<file path="config.mk">
export PLATFORM = sky130hd
export DESIGN_NAME = ec_multi_lane_top
export DESIGN_NICKNAME = d
export VERILOG_FILES = /design/src/ec_pkg.sv /design/src/symbol_dispatch.sv /design/src/interval_scale.sv /design/src/interval_update.sv /design/src/ec_lane.sv /design/src/state_collector.sv /design/src/ec_multi_lane_top.sv
export SDC_FILE = /design/constraint.sdc
export NUM_CORES = 2
export LEC_CHECK = 0
export ABC_AREA = 1
export BUFFER_PORTS_ARGS = -buffer_cell sky130_fd_sc_hd__buf_2
export CAP_MARGIN = 20
export CORE_MARGIN = 1
export CORE_UTILIZATION = 70
export DETAILED_ROUTE_END_ITERATION = 8
export PLACE_DENSITY = 0.87
export RECOVER_POWER = 25
export SETUP_SLACK_MARGIN = 0.02
export SYNTH_ARGS = -nofsm -noshare
export SYNTH_HDL_FRONTEND = slang
export SYNTH_HIERARCHICAL = 1
export SYNTH_SLANG_ARGS = --single-unit
</file>
<file path="constraint.sdc">
create_clock -name general_clk -period 13.51 [get_ports general_clk]
set_input_delay 2.0265 -clock general_clk [delete_from_list [all_inputs] [get_ports general_clk]]
set_output_delay 2.0265 -clock general_clk [all_outputs]
set_load 0.01 [all_outputs]
</file>
<file path="src/ec_pkg.sv">
package ec_pkg;

    // lane count and index width
    localparam int num_lanes = 4;
    localparam int lane_w    = 2;

    // coder state widths
    localparam int range_w = 16;
    localparam int low_w   = 24;
    localparam int shift_w = 5;

    // command field widths, probabilities are Q15 inverse CDF
    localparam int prob_w  = 16;
    localparam int sym_w   = 4;
    localparam int nsyms_w = 5;
    localparam int qprob_w = 10;
    localparam int off_w   = 7;
    localparam int seq_w   = 8;

    // reset state of every lane
    localparam logic [range_w-1:0] range_init = 16'd32768;
    localparam logic [low_w-1:0]   low_init   = 24'd0;
    localparam logic [shift_w-1:0] shift_init = 5'd0;

    // inverse CDF value that marks the first symbol
    localparam logic [prob_w-1:0] cdf_top = 16'd32768;

    // one 41 bit command word, cdf view or boolean view
    typedef union packed {
        struct packed {
            logic [prob_w-1:0]  fl;
            logic [prob_w-1:0]  fh;
            logic [sym_w-1:0]   symbol;
            logic [nsyms_w-1:0] nsyms;
        } cdf;
        struct packed {
            logic [prob_w-1:0] f;
            logic              bit_val;
            logic [23:0]       pad;
        } bool;
    } ec_cmd_u;

endpackage

</file>
<file path="src/symbol_dispatch.sv">
module symbol_dispatch import ec_pkg::*; (
    input  logic                 general_clk,
    input  logic                 reset,
    input  logic                 cmd_valid,
    input  logic [lane_w-1:0]    cmd_lane,
    input  logic                 cmd_is_bool,
    input  ec_cmd_u              cmd_word,
    output logic [num_lanes-1:0] lane_strobe,
    output logic [prob_w-1:0]    fl,
    output logic [prob_w-1:0]    fh,
    output logic [sym_w-1:0]     symbol,
    output logic [nsyms_w-1:0]   nsyms
);

    logic [num_lanes-1:0] strobe_d;
    logic [prob_w-1:0]    fl_d;
    logic [prob_w-1:0]    fh_d;
    logic [sym_w-1:0]     symbol_d;
    logic [nsyms_w-1:0]   nsyms_d;

    // ------------------------------------------------------------------
    // command decode
    // ------------------------------------------------------------------
    always_comb begin
        if (cmd_is_bool) begin
            // boolean maps onto a two symbol cdf
            if (cmd_word.bool.bit_val) begin
                fl_d     = cmd_word.bool.f;
                fh_d     = '0;
                symbol_d = sym_w'(1);
            end else begin
                fl_d     = cdf_top;
                fh_d     = cmd_word.bool.f;
                symbol_d = '0;
            end
            nsyms_d = nsyms_w'(2);
        end else begin
            fl_d     = cmd_word.cdf.fl;
            fh_d     = cmd_word.cdf.fh;
            symbol_d = cmd_word.cdf.symbol;
            nsyms_d  = cmd_word.cdf.nsyms;
        end
    end

    // one-hot lane select
    always_comb begin
        for (int k = 0; k < num_lanes; k++) begin
            strobe_d[k] = cmd_valid && (cmd_lane == lane_w'(k));
        end
    end

    always_ff @(posedge general_clk) begin
        if (reset) begin
            lane_strobe <= '0;
        end else begin
            lane_strobe <= strobe_d;
        end
    end

    // shared bus to all lanes
    always_ff @(posedge general_clk) begin
        if (cmd_valid) begin
            fl     <= fl_d;
            fh     <= fh_d;
            symbol <= symbol_d;
            nsyms  <= nsyms_d;
        end
    end

endmodule

</file>
<file path="src/interval_scale.sv">
module interval_scale import ec_pkg::*; (
    input  logic [prob_w-1:0]  fl,
    input  logic [prob_w-1:0]  fh,
    input  logic [sym_w-1:0]   symbol,
    input  logic [nsyms_w-1:0] nsyms,
    output logic [qprob_w-1:0] q_fl,
    output logic [qprob_w-1:0] q_fh,
    output logic [off_w-1:0]   u_off,
    output logic [off_w-1:0]   v_off,
    output logic               fl_top
);

    // symbols above the coded one, N - symbol
    logic [nsyms_w-1:0] rem;
    logic [nsyms_w-1:0] rem_plus;

    // ------------------------------------------------------------------
    // bound quantization
    // ------------------------------------------------------------------
    // drop the 6 low bits of each Q15 bound
    assign q_fl = qprob_w'(fl >> 6);
    assign q_fh = qprob_w'(fh >> 6);

    // first symbol carries fl at the top of the cdf
    assign fl_top = (fl >= cdf_top);

    // ------------------------------------------------------------------
    // minimum probability offsets
    // ------------------------------------------------------------------
    always_comb begin
        rem      = nsyms - nsyms_w'(1) - nsyms_w'(symbol);
        rem_plus = rem + nsyms_w'(1);
    end

    // 4 per remaining symbol
    assign u_off = off_w'({rem_plus, 2'b00});
    assign v_off = off_w'({rem, 2'b00});

endmodule

</file>
<file path="src/interval_update.sv">
module interval_update import ec_pkg::*; (
    input  logic [qprob_w-1:0] q_fl,
    input  logic [qprob_w-1:0] q_fh,
    input  logic [off_w-1:0]   u_off,
    input  logic [off_w-1:0]   v_off,
    input  logic               fl_top,
    input  logic [range_w-1:0] range_in,
    input  logic [low_w-1:0]   low_in,
    input  logic [shift_w-1:0] shift_in,
    output logic [range_w-1:0] range_out,
    output logic [low_w-1:0]   low_out,
    output logic [shift_w-1:0] shift_out
);

    // range top byte times quantized bound
    logic [range_w-8+qprob_w-1:0] prod_fl;
    logic [range_w-8+qprob_w-1:0] prod_fh;

    // one spare bit above the range width
    logic [range_w:0] wide_r;
    logic [range_w:0] u;
    logic [range_w:0] v;

    logic [range_w-1:0] range_new;
    logic [low_w-1:0]   low_sum;
    logic [shift_w-1:0] msb_len;
    logic [shift_w-1:0] d;

    // ------------------------------------------------------------------
    // scaled interval bounds
    // ------------------------------------------------------------------
    always_comb begin
        prod_fl = range_in[range_w-1:8] * q_fl;
        prod_fh = range_in[range_w-1:8] * q_fh;
        wide_r  = {1'b0, range_in};
        u       = (range_w+1)'(prod_fl >> 1) + (range_w+1)'(u_off);
        v       = (range_w+1)'(prod_fh >> 1) + (range_w+1)'(v_off);
    end

    // interval select
    always_comb begin
        if (!fl_top) begin
            low_sum   = low_in + low_w'(wide_r - u);
            range_new = range_w'(u - v);
        end else begin
            // first symbol keeps low, trims the top of the range
            low_sum   = low_in;
            range_new = range_w'(wide_r - v);
        end
    end

    // ------------------------------------------------------------------
    // renormalization
    // ------------------------------------------------------------------
    // bit length of the new range
    always_comb begin
        msb_len = '0;
        for (int i = 0; i < range_w; i++) begin
            if (range_new[i]) begin
                msb_len = shift_w'(i + 1);
            end
        end
    end

    assign d = shift_w'(range_w) - msb_len;

    // low wraps at 24 bits, shift total at 5 bits
    assign range_out = range_new << d;
    assign low_out   = low_sum << d;
    assign shift_out = shift_in + d;

endmodule

</file>
<file path="src/ec_lane.sv">
module ec_lane import ec_pkg::*; (
    input  logic               general_clk,
    input  logic               reset,
    input  logic               strobe,
    input  logic [prob_w-1:0]  fl,
    input  logic [prob_w-1:0]  fh,
    input  logic [sym_w-1:0]   symbol,
    input  logic [nsyms_w-1:0] nsyms,
    output logic               done,
    output logic [range_w-1:0] range,
    output logic [low_w-1:0]   low,
    output logic [shift_w-1:0] shift
);

    // stage 1 outputs
    logic [qprob_w-1:0] q_fl;
    logic [qprob_w-1:0] q_fh;
    logic [off_w-1:0]   u_off;
    logic [off_w-1:0]   v_off;
    logic               fl_top;

    // stage register
    logic               s_valid;
    logic [qprob_w-1:0] s_q_fl;
    logic [qprob_w-1:0] s_q_fh;
    logic [off_w-1:0]   s_u_off;
    logic [off_w-1:0]   s_v_off;
    logic               s_fl_top;

    // next state
    logic [range_w-1:0] range_nxt;
    logic [low_w-1:0]   low_nxt;
    logic [shift_w-1:0] shift_nxt;

    interval_scale scale (
        .fl     (fl),
        .fh     (fh),
        .symbol (symbol),
        .nsyms  (nsyms),
        .q_fl   (q_fl),
        .q_fh   (q_fh),
        .u_off  (u_off),
        .v_off  (v_off),
        .fl_top (fl_top)
    );

    // ------------------------------------------------------------------
    // stage register
    // ------------------------------------------------------------------
    always_ff @(posedge general_clk) begin
        if (reset) begin
            s_valid <= 1'b0;
        end else begin
            s_valid <= strobe;
        end
    end

    always_ff @(posedge general_clk) begin
        if (strobe) begin
            s_q_fl   <= q_fl;
            s_q_fh   <= q_fh;
            s_u_off  <= u_off;
            s_v_off  <= v_off;
            s_fl_top <= fl_top;
        end
    end

    interval_update update (
        .q_fl      (s_q_fl),
        .q_fh      (s_q_fh),
        .u_off     (s_u_off),
        .v_off     (s_v_off),
        .fl_top    (s_fl_top),
        .range_in  (range),
        .low_in    (low),
        .shift_in  (shift),
        .range_out (range_nxt),
        .low_out   (low_nxt),
        .shift_out (shift_nxt)
    );

    // ------------------------------------------------------------------
    // coder state, done tracks the write
    // ------------------------------------------------------------------
    always_ff @(posedge general_clk) begin
        if (reset) begin
            range <= range_init;
            low   <= low_init;
            shift <= shift_init;
            done  <= 1'b0;
        end else begin
            done <= s_valid;
            if (s_valid) begin
                range <= range_nxt;
                low   <= low_nxt;
                shift <= shift_nxt;
            end
        end
    end

endmodule

</file>
<file path="src/state_collector.sv">
module state_collector import ec_pkg::*; (
    input  logic                 general_clk,
    input  logic                 reset,
    input  logic [num_lanes-1:0] lane_done,
    input  logic [range_w-1:0]   lane_range [num_lanes],
    input  logic [low_w-1:0]     lane_low   [num_lanes],
    input  logic [shift_w-1:0]   lane_shift [num_lanes],
    output logic                 result_valid,
    output logic [lane_w-1:0]    result_lane,
    output logic [seq_w-1:0]     result_seq,
    output logic [range_w-1:0]   result_range,
    output logic [low_w-1:0]     result_low,
    output logic [shift_w-1:0]   result_shift
);

    logic [lane_w-1:0] sel;
    logic              any_done;

    // per-lane result counters
    logic [seq_w-1:0] seq [num_lanes];

    // at most one lane completes per cycle
    always_comb begin
        sel      = '0;
        any_done = 1'b0;
        for (int k = 0; k < num_lanes; k++) begin
            if (lane_done[k]) begin
                sel      = lane_w'(k);
                any_done = 1'b1;
            end
        end
    end

    // ------------------------------------------------------------------
    // sequence tags
    // ------------------------------------------------------------------
    always_ff @(posedge general_clk) begin
        if (reset) begin
            result_valid <= 1'b0;
            for (int k = 0; k < num_lanes; k++) begin
                seq[k] <= '0;
            end
        end else begin
            result_valid <= any_done;
            if (any_done) begin
                seq[sel] <= seq[sel] + seq_w'(1);
            end
        end
    end

    // result payload
    always_ff @(posedge general_clk) begin
        if (any_done) begin
            result_lane  <= sel;
            result_seq   <= seq[sel];
            result_range <= lane_range[sel];
            result_low   <= lane_low[sel];
            result_shift <= lane_shift[sel];
        end
    end

endmodule

</file>
<file path="src/ec_multi_lane_top.sv">
module ec_multi_lane_top import ec_pkg::*; (
    input  logic               general_clk,
    input  logic               reset,
    input  logic               cmd_valid,
    input  logic [lane_w-1:0]  cmd_lane,
    input  logic               cmd_is_bool,
    input  ec_cmd_u            cmd_word,
    output logic               result_valid,
    output logic [lane_w-1:0]  result_lane,
    output logic [seq_w-1:0]   result_seq,
    output logic [range_w-1:0] result_range,
    output logic [low_w-1:0]   result_low,
    output logic [shift_w-1:0] result_shift
);

    // shared command bus
    logic [num_lanes-1:0] lane_strobe;
    logic [prob_w-1:0]    fl;
    logic [prob_w-1:0]    fh;
    logic [sym_w-1:0]     symbol;
    logic [nsyms_w-1:0]   nsyms;

    // lane state back to the collector
    logic [num_lanes-1:0] lane_done;
    logic [range_w-1:0]   lane_range [num_lanes];
    logic [low_w-1:0]     lane_low   [num_lanes];
    logic [shift_w-1:0]   lane_shift [num_lanes];

    symbol_dispatch dispatch (
        .general_clk (general_clk),
        .reset       (reset),
        .cmd_valid   (cmd_valid),
        .cmd_lane    (cmd_lane),
        .cmd_is_bool (cmd_is_bool),
        .cmd_word    (cmd_word),
        .lane_strobe (lane_strobe),
        .fl          (fl),
        .fh          (fh),
        .symbol      (symbol),
        .nsyms       (nsyms)
    );

    for (genvar k = 0; k < num_lanes; k++) begin : lane_gen
        ec_lane lane (
            .general_clk (general_clk),
            .reset       (reset),
            .strobe      (lane_strobe[k]),
            .fl          (fl),
            .fh          (fh),
            .symbol      (symbol),
            .nsyms       (nsyms),
            .done        (lane_done[k]),
            .range       (lane_range[k]),
            .low         (lane_low[k]),
            .shift       (lane_shift[k])
        );
    end

    state_collector collector (
        .general_clk  (general_clk),
        .reset        (reset),
        .lane_done    (lane_done),
        .lane_range   (lane_range),
        .lane_low     (lane_low),
        .lane_shift   (lane_shift),
        .result_valid (result_valid),
        .result_lane  (result_lane),
        .result_seq   (result_seq),
        .result_range (result_range),
        .result_low   (result_low),
        .result_shift (result_shift)
    );

endmodule

</file>
==> results.sh <==
export IMPL_vias=67300
export IMPL_ant_nets=0
export IMPL_multiInputGateArea_mm2=0.0463
export IMPL_drv_slew=111
export IMPL_core_mm2=0.0954
export IMPL_hpwl_um=157000
export IMPL_grt_pass1_wl_um=321000
export IMPL_cp_start_kind="flop"
export IMPL_cap_violations=3
export IMPL_overflow=0
export IMPL_pin_count=103
export IMPL_cpMaxStageDelayCell="nand3_2"
export IMPL_whs_ps=492
export IMPL_dieArea_mm2=0.0981
export IMPL_reg2reg_to="lane_gen[2].lane/low[10]"
export IMPL_reg2reg_depth=46
export IMPL_slew_headroom_pct=-46.1
export IMPL_setup_viol=0
export IMPL_grt_usage_pct=40.9
export IMPL_rows=113
export IMPL_cts_sinks=449
export IMPL_skew_ps=38.5
export IMPL_dieWidth_um=313
export IMPL_irDropWorstVdd_mv=0.175
export IMPL_io_buffers=90
export IMPL_min_path_type="reg -> reg"
export IMPL_fillCellCount=8007
export IMPL_p_leak_uw=0.0389
export IMPL_stdcell_area_mm2=0.0696
export IMPL_htree_levels=2
export IMPL_cts_buffers=54
export IMPL_clock_latency_ps=680
export IMPL_drcViolationCount=0
export IMPL_cp_startpoint="lane_gen[2].lane/range[10]"
export IMPL_antenna_found_initial=14
export IMPL_final_common_cell="nand2_1"
export IMPL_crit_path_end_kind="flop"
export IMPL_drtIter0Drc=7858
export IMPL_synth_area_per_cell_um2=6.54
export IMPL_tightestPinTransition_ps=2190
export IMPL_syn_area_mm2=0.0678
export IMPL_placed_area_mm2=0.0675
export IMPL_clk_path_buf_depth=3
export IMPL_worst_setup_path_type="reg -> reg"
export IMPL_fin_crit_sh_pct=79.6
export IMPL_tns_ps=0
export IMPL_drive_above_1_share_pct=5.03
export IMPL_status="complete, but fails checks"
export IMPL_fin_total_pwr_uw=8850
export IMPL_drt_wl_total_um=204000
export IMPL_yosysWarnings=6
export IMPL_die_h_um=313
export IMPL_holdCritStartpoint="lane_gen[2].lane/range[0]"
export IMPL_path_max_fanout=50
export IMPL_netlist_instances=10400
export IMPL_drt_wirelength_per_cell_um=17.8
export IMPL_grt_max_degree=91
export IMPL_cts_tree="done"
export IMPL_hold_viol=0
export IMPL_violations="capacitance limit, slew limit"
export IMPL_cts_hold_buffers=0
export IMPL_register_area_mm2=0.0116
export IMPL_cts_resized=0
export IMPL_finalCriticalPeriod_ps=10750
export IMPL_fmaxAchievable_mhz=93.0
export IMPL_cp_required_ps=14090
export IMPL_final_cell_mix="2920 x nand2_1, 1868 x inv_1, 1229 x nand3_1"
export IMPL_dr_pass1_iters=6
export IMPL_rsz0062_at_grt="false"
export IMPL_cts_clk_slew_worst_paths_ps=70
export IMPL_cts_root_buf="clkbuf_16"
export IMPL_path_common_cell="nand2_1"
export IMPL_grt_pass1_vias=62600
export IMPL_crit_end="lane_gen[2].lane/low[10]"
export IMPL_area_growth_syn_to_layout_pct=2.56
export IMPL_start_util_pct=71.1
export IMPL_finish_utilization_pct=72.9
export IMPL_vias_per_cell=5.88
export IMPL_nNetsFinal=11200
export IMPL_cts_setup_buffers=0
export IMPL_p_per_area_mw_per_mm2=127
export IMPL_rrSetupSlack_ps=2760
export IMPL_critPathMaxStageDelay_ps=900
export IMPL_r2r_start="lane_gen[2].lane/range[10]"
export IMPL_gp_congestion=1.00
export IMPL_arrival_ps=11330
==> flip-flops by register name, summed over array words and instances (netlist names), 5 cells and up <==
name                    flops
lane_gen.lane/low          96
lane_gen.lane/range        64
lane_gen.lane/s_q_fh       40
lane_gen.lane/s_q_fl       40
collector/seq              32
lane_gen.lane/s_u_off      28
lane_gen.lane/s_v_off      28
collector/result_low       24
lane_gen.lane/shift        20
collector/result_range     16
dispatch/fh                10
dispatch/fl                10
collector/result_seq        8
collector/result_shift      5
dispatch/nsyms              5
==> through the flow <==
step                      instances  setup WS, ps
after detailed placement      11300          3040
after global routing          11400          2000
after floorplan               10400          5180
after CTS                     11400          2940
after global placement        11300          2970
final                         11400          2760
==> layout make-up <==
| class | count | area share [%] |
|---|---|---|
| multi-input cells | 7529 | 66.5 |
| flip-flops and latches | 449 | 16.6 |
| inverters | 1918 | 10.4 |
| well taps | 1265 | 2.28 |
| clock buffers | 64 | 2.10 |
| repair buffers | 154 | 1.41 |
| clock inverters | 38 | 0.630 |
| diodes | 27 | 0.0971 |
==> power by group <==
group / internal (µW) / switching [µW]
registers: 1500 / 94.5
logic: 1750 / 3910
clock network: 903 / 689
==> worst min-delay path by stage <==
| stage | to | slack (ps) | cells after the start |
|---|---|---|---|
| final | lane_gen[2].lane/range[0] | 490 | 2 |
| after floorplan | lane_gen[0].lane/range[0] | 460 | 2 |
| after CTS | lane_gen[2].lane/range[0] | 490 | 2 |
| after global routing | lane_gen[0].lane/shift[2] | 530 | 2 |
| after global placement | lane_gen[3].lane/range[0] | 480 | 2 |
| after detailed placement | lane_gen[2].lane/range[0] | 480 | 2 |
==> worst max-delay path: cells and delay by family, from the launching register on <==
family | cells | cell delay [ps]
xor gates and xnor gates | 3 | 570
AOI/OAI and AO/OA | 4 | 920
adders and majority gates | 8 | 3610
DFF | 1 | 300
and+or+nand+nor | 22 | 3420
buffers and inverters | 9 | 1810
==> layer usage <==
metal | up-vias | wire length (µm) | share of wire [%] | GRT usage [%]
met5 | - | 44 | 0.022 | 0
met4 | 4 | 13200 | 6.5 | 24.2
met3 | 745 | 20600 | 10 | 8.03
met2 | 3481 | 91400 | 45 | 65.4
met1 | 31100 | 78900 | 39 | 51.4
li1 | 32000 | - | - | -
Note: power is estimated with default switching activity, not from simulation.
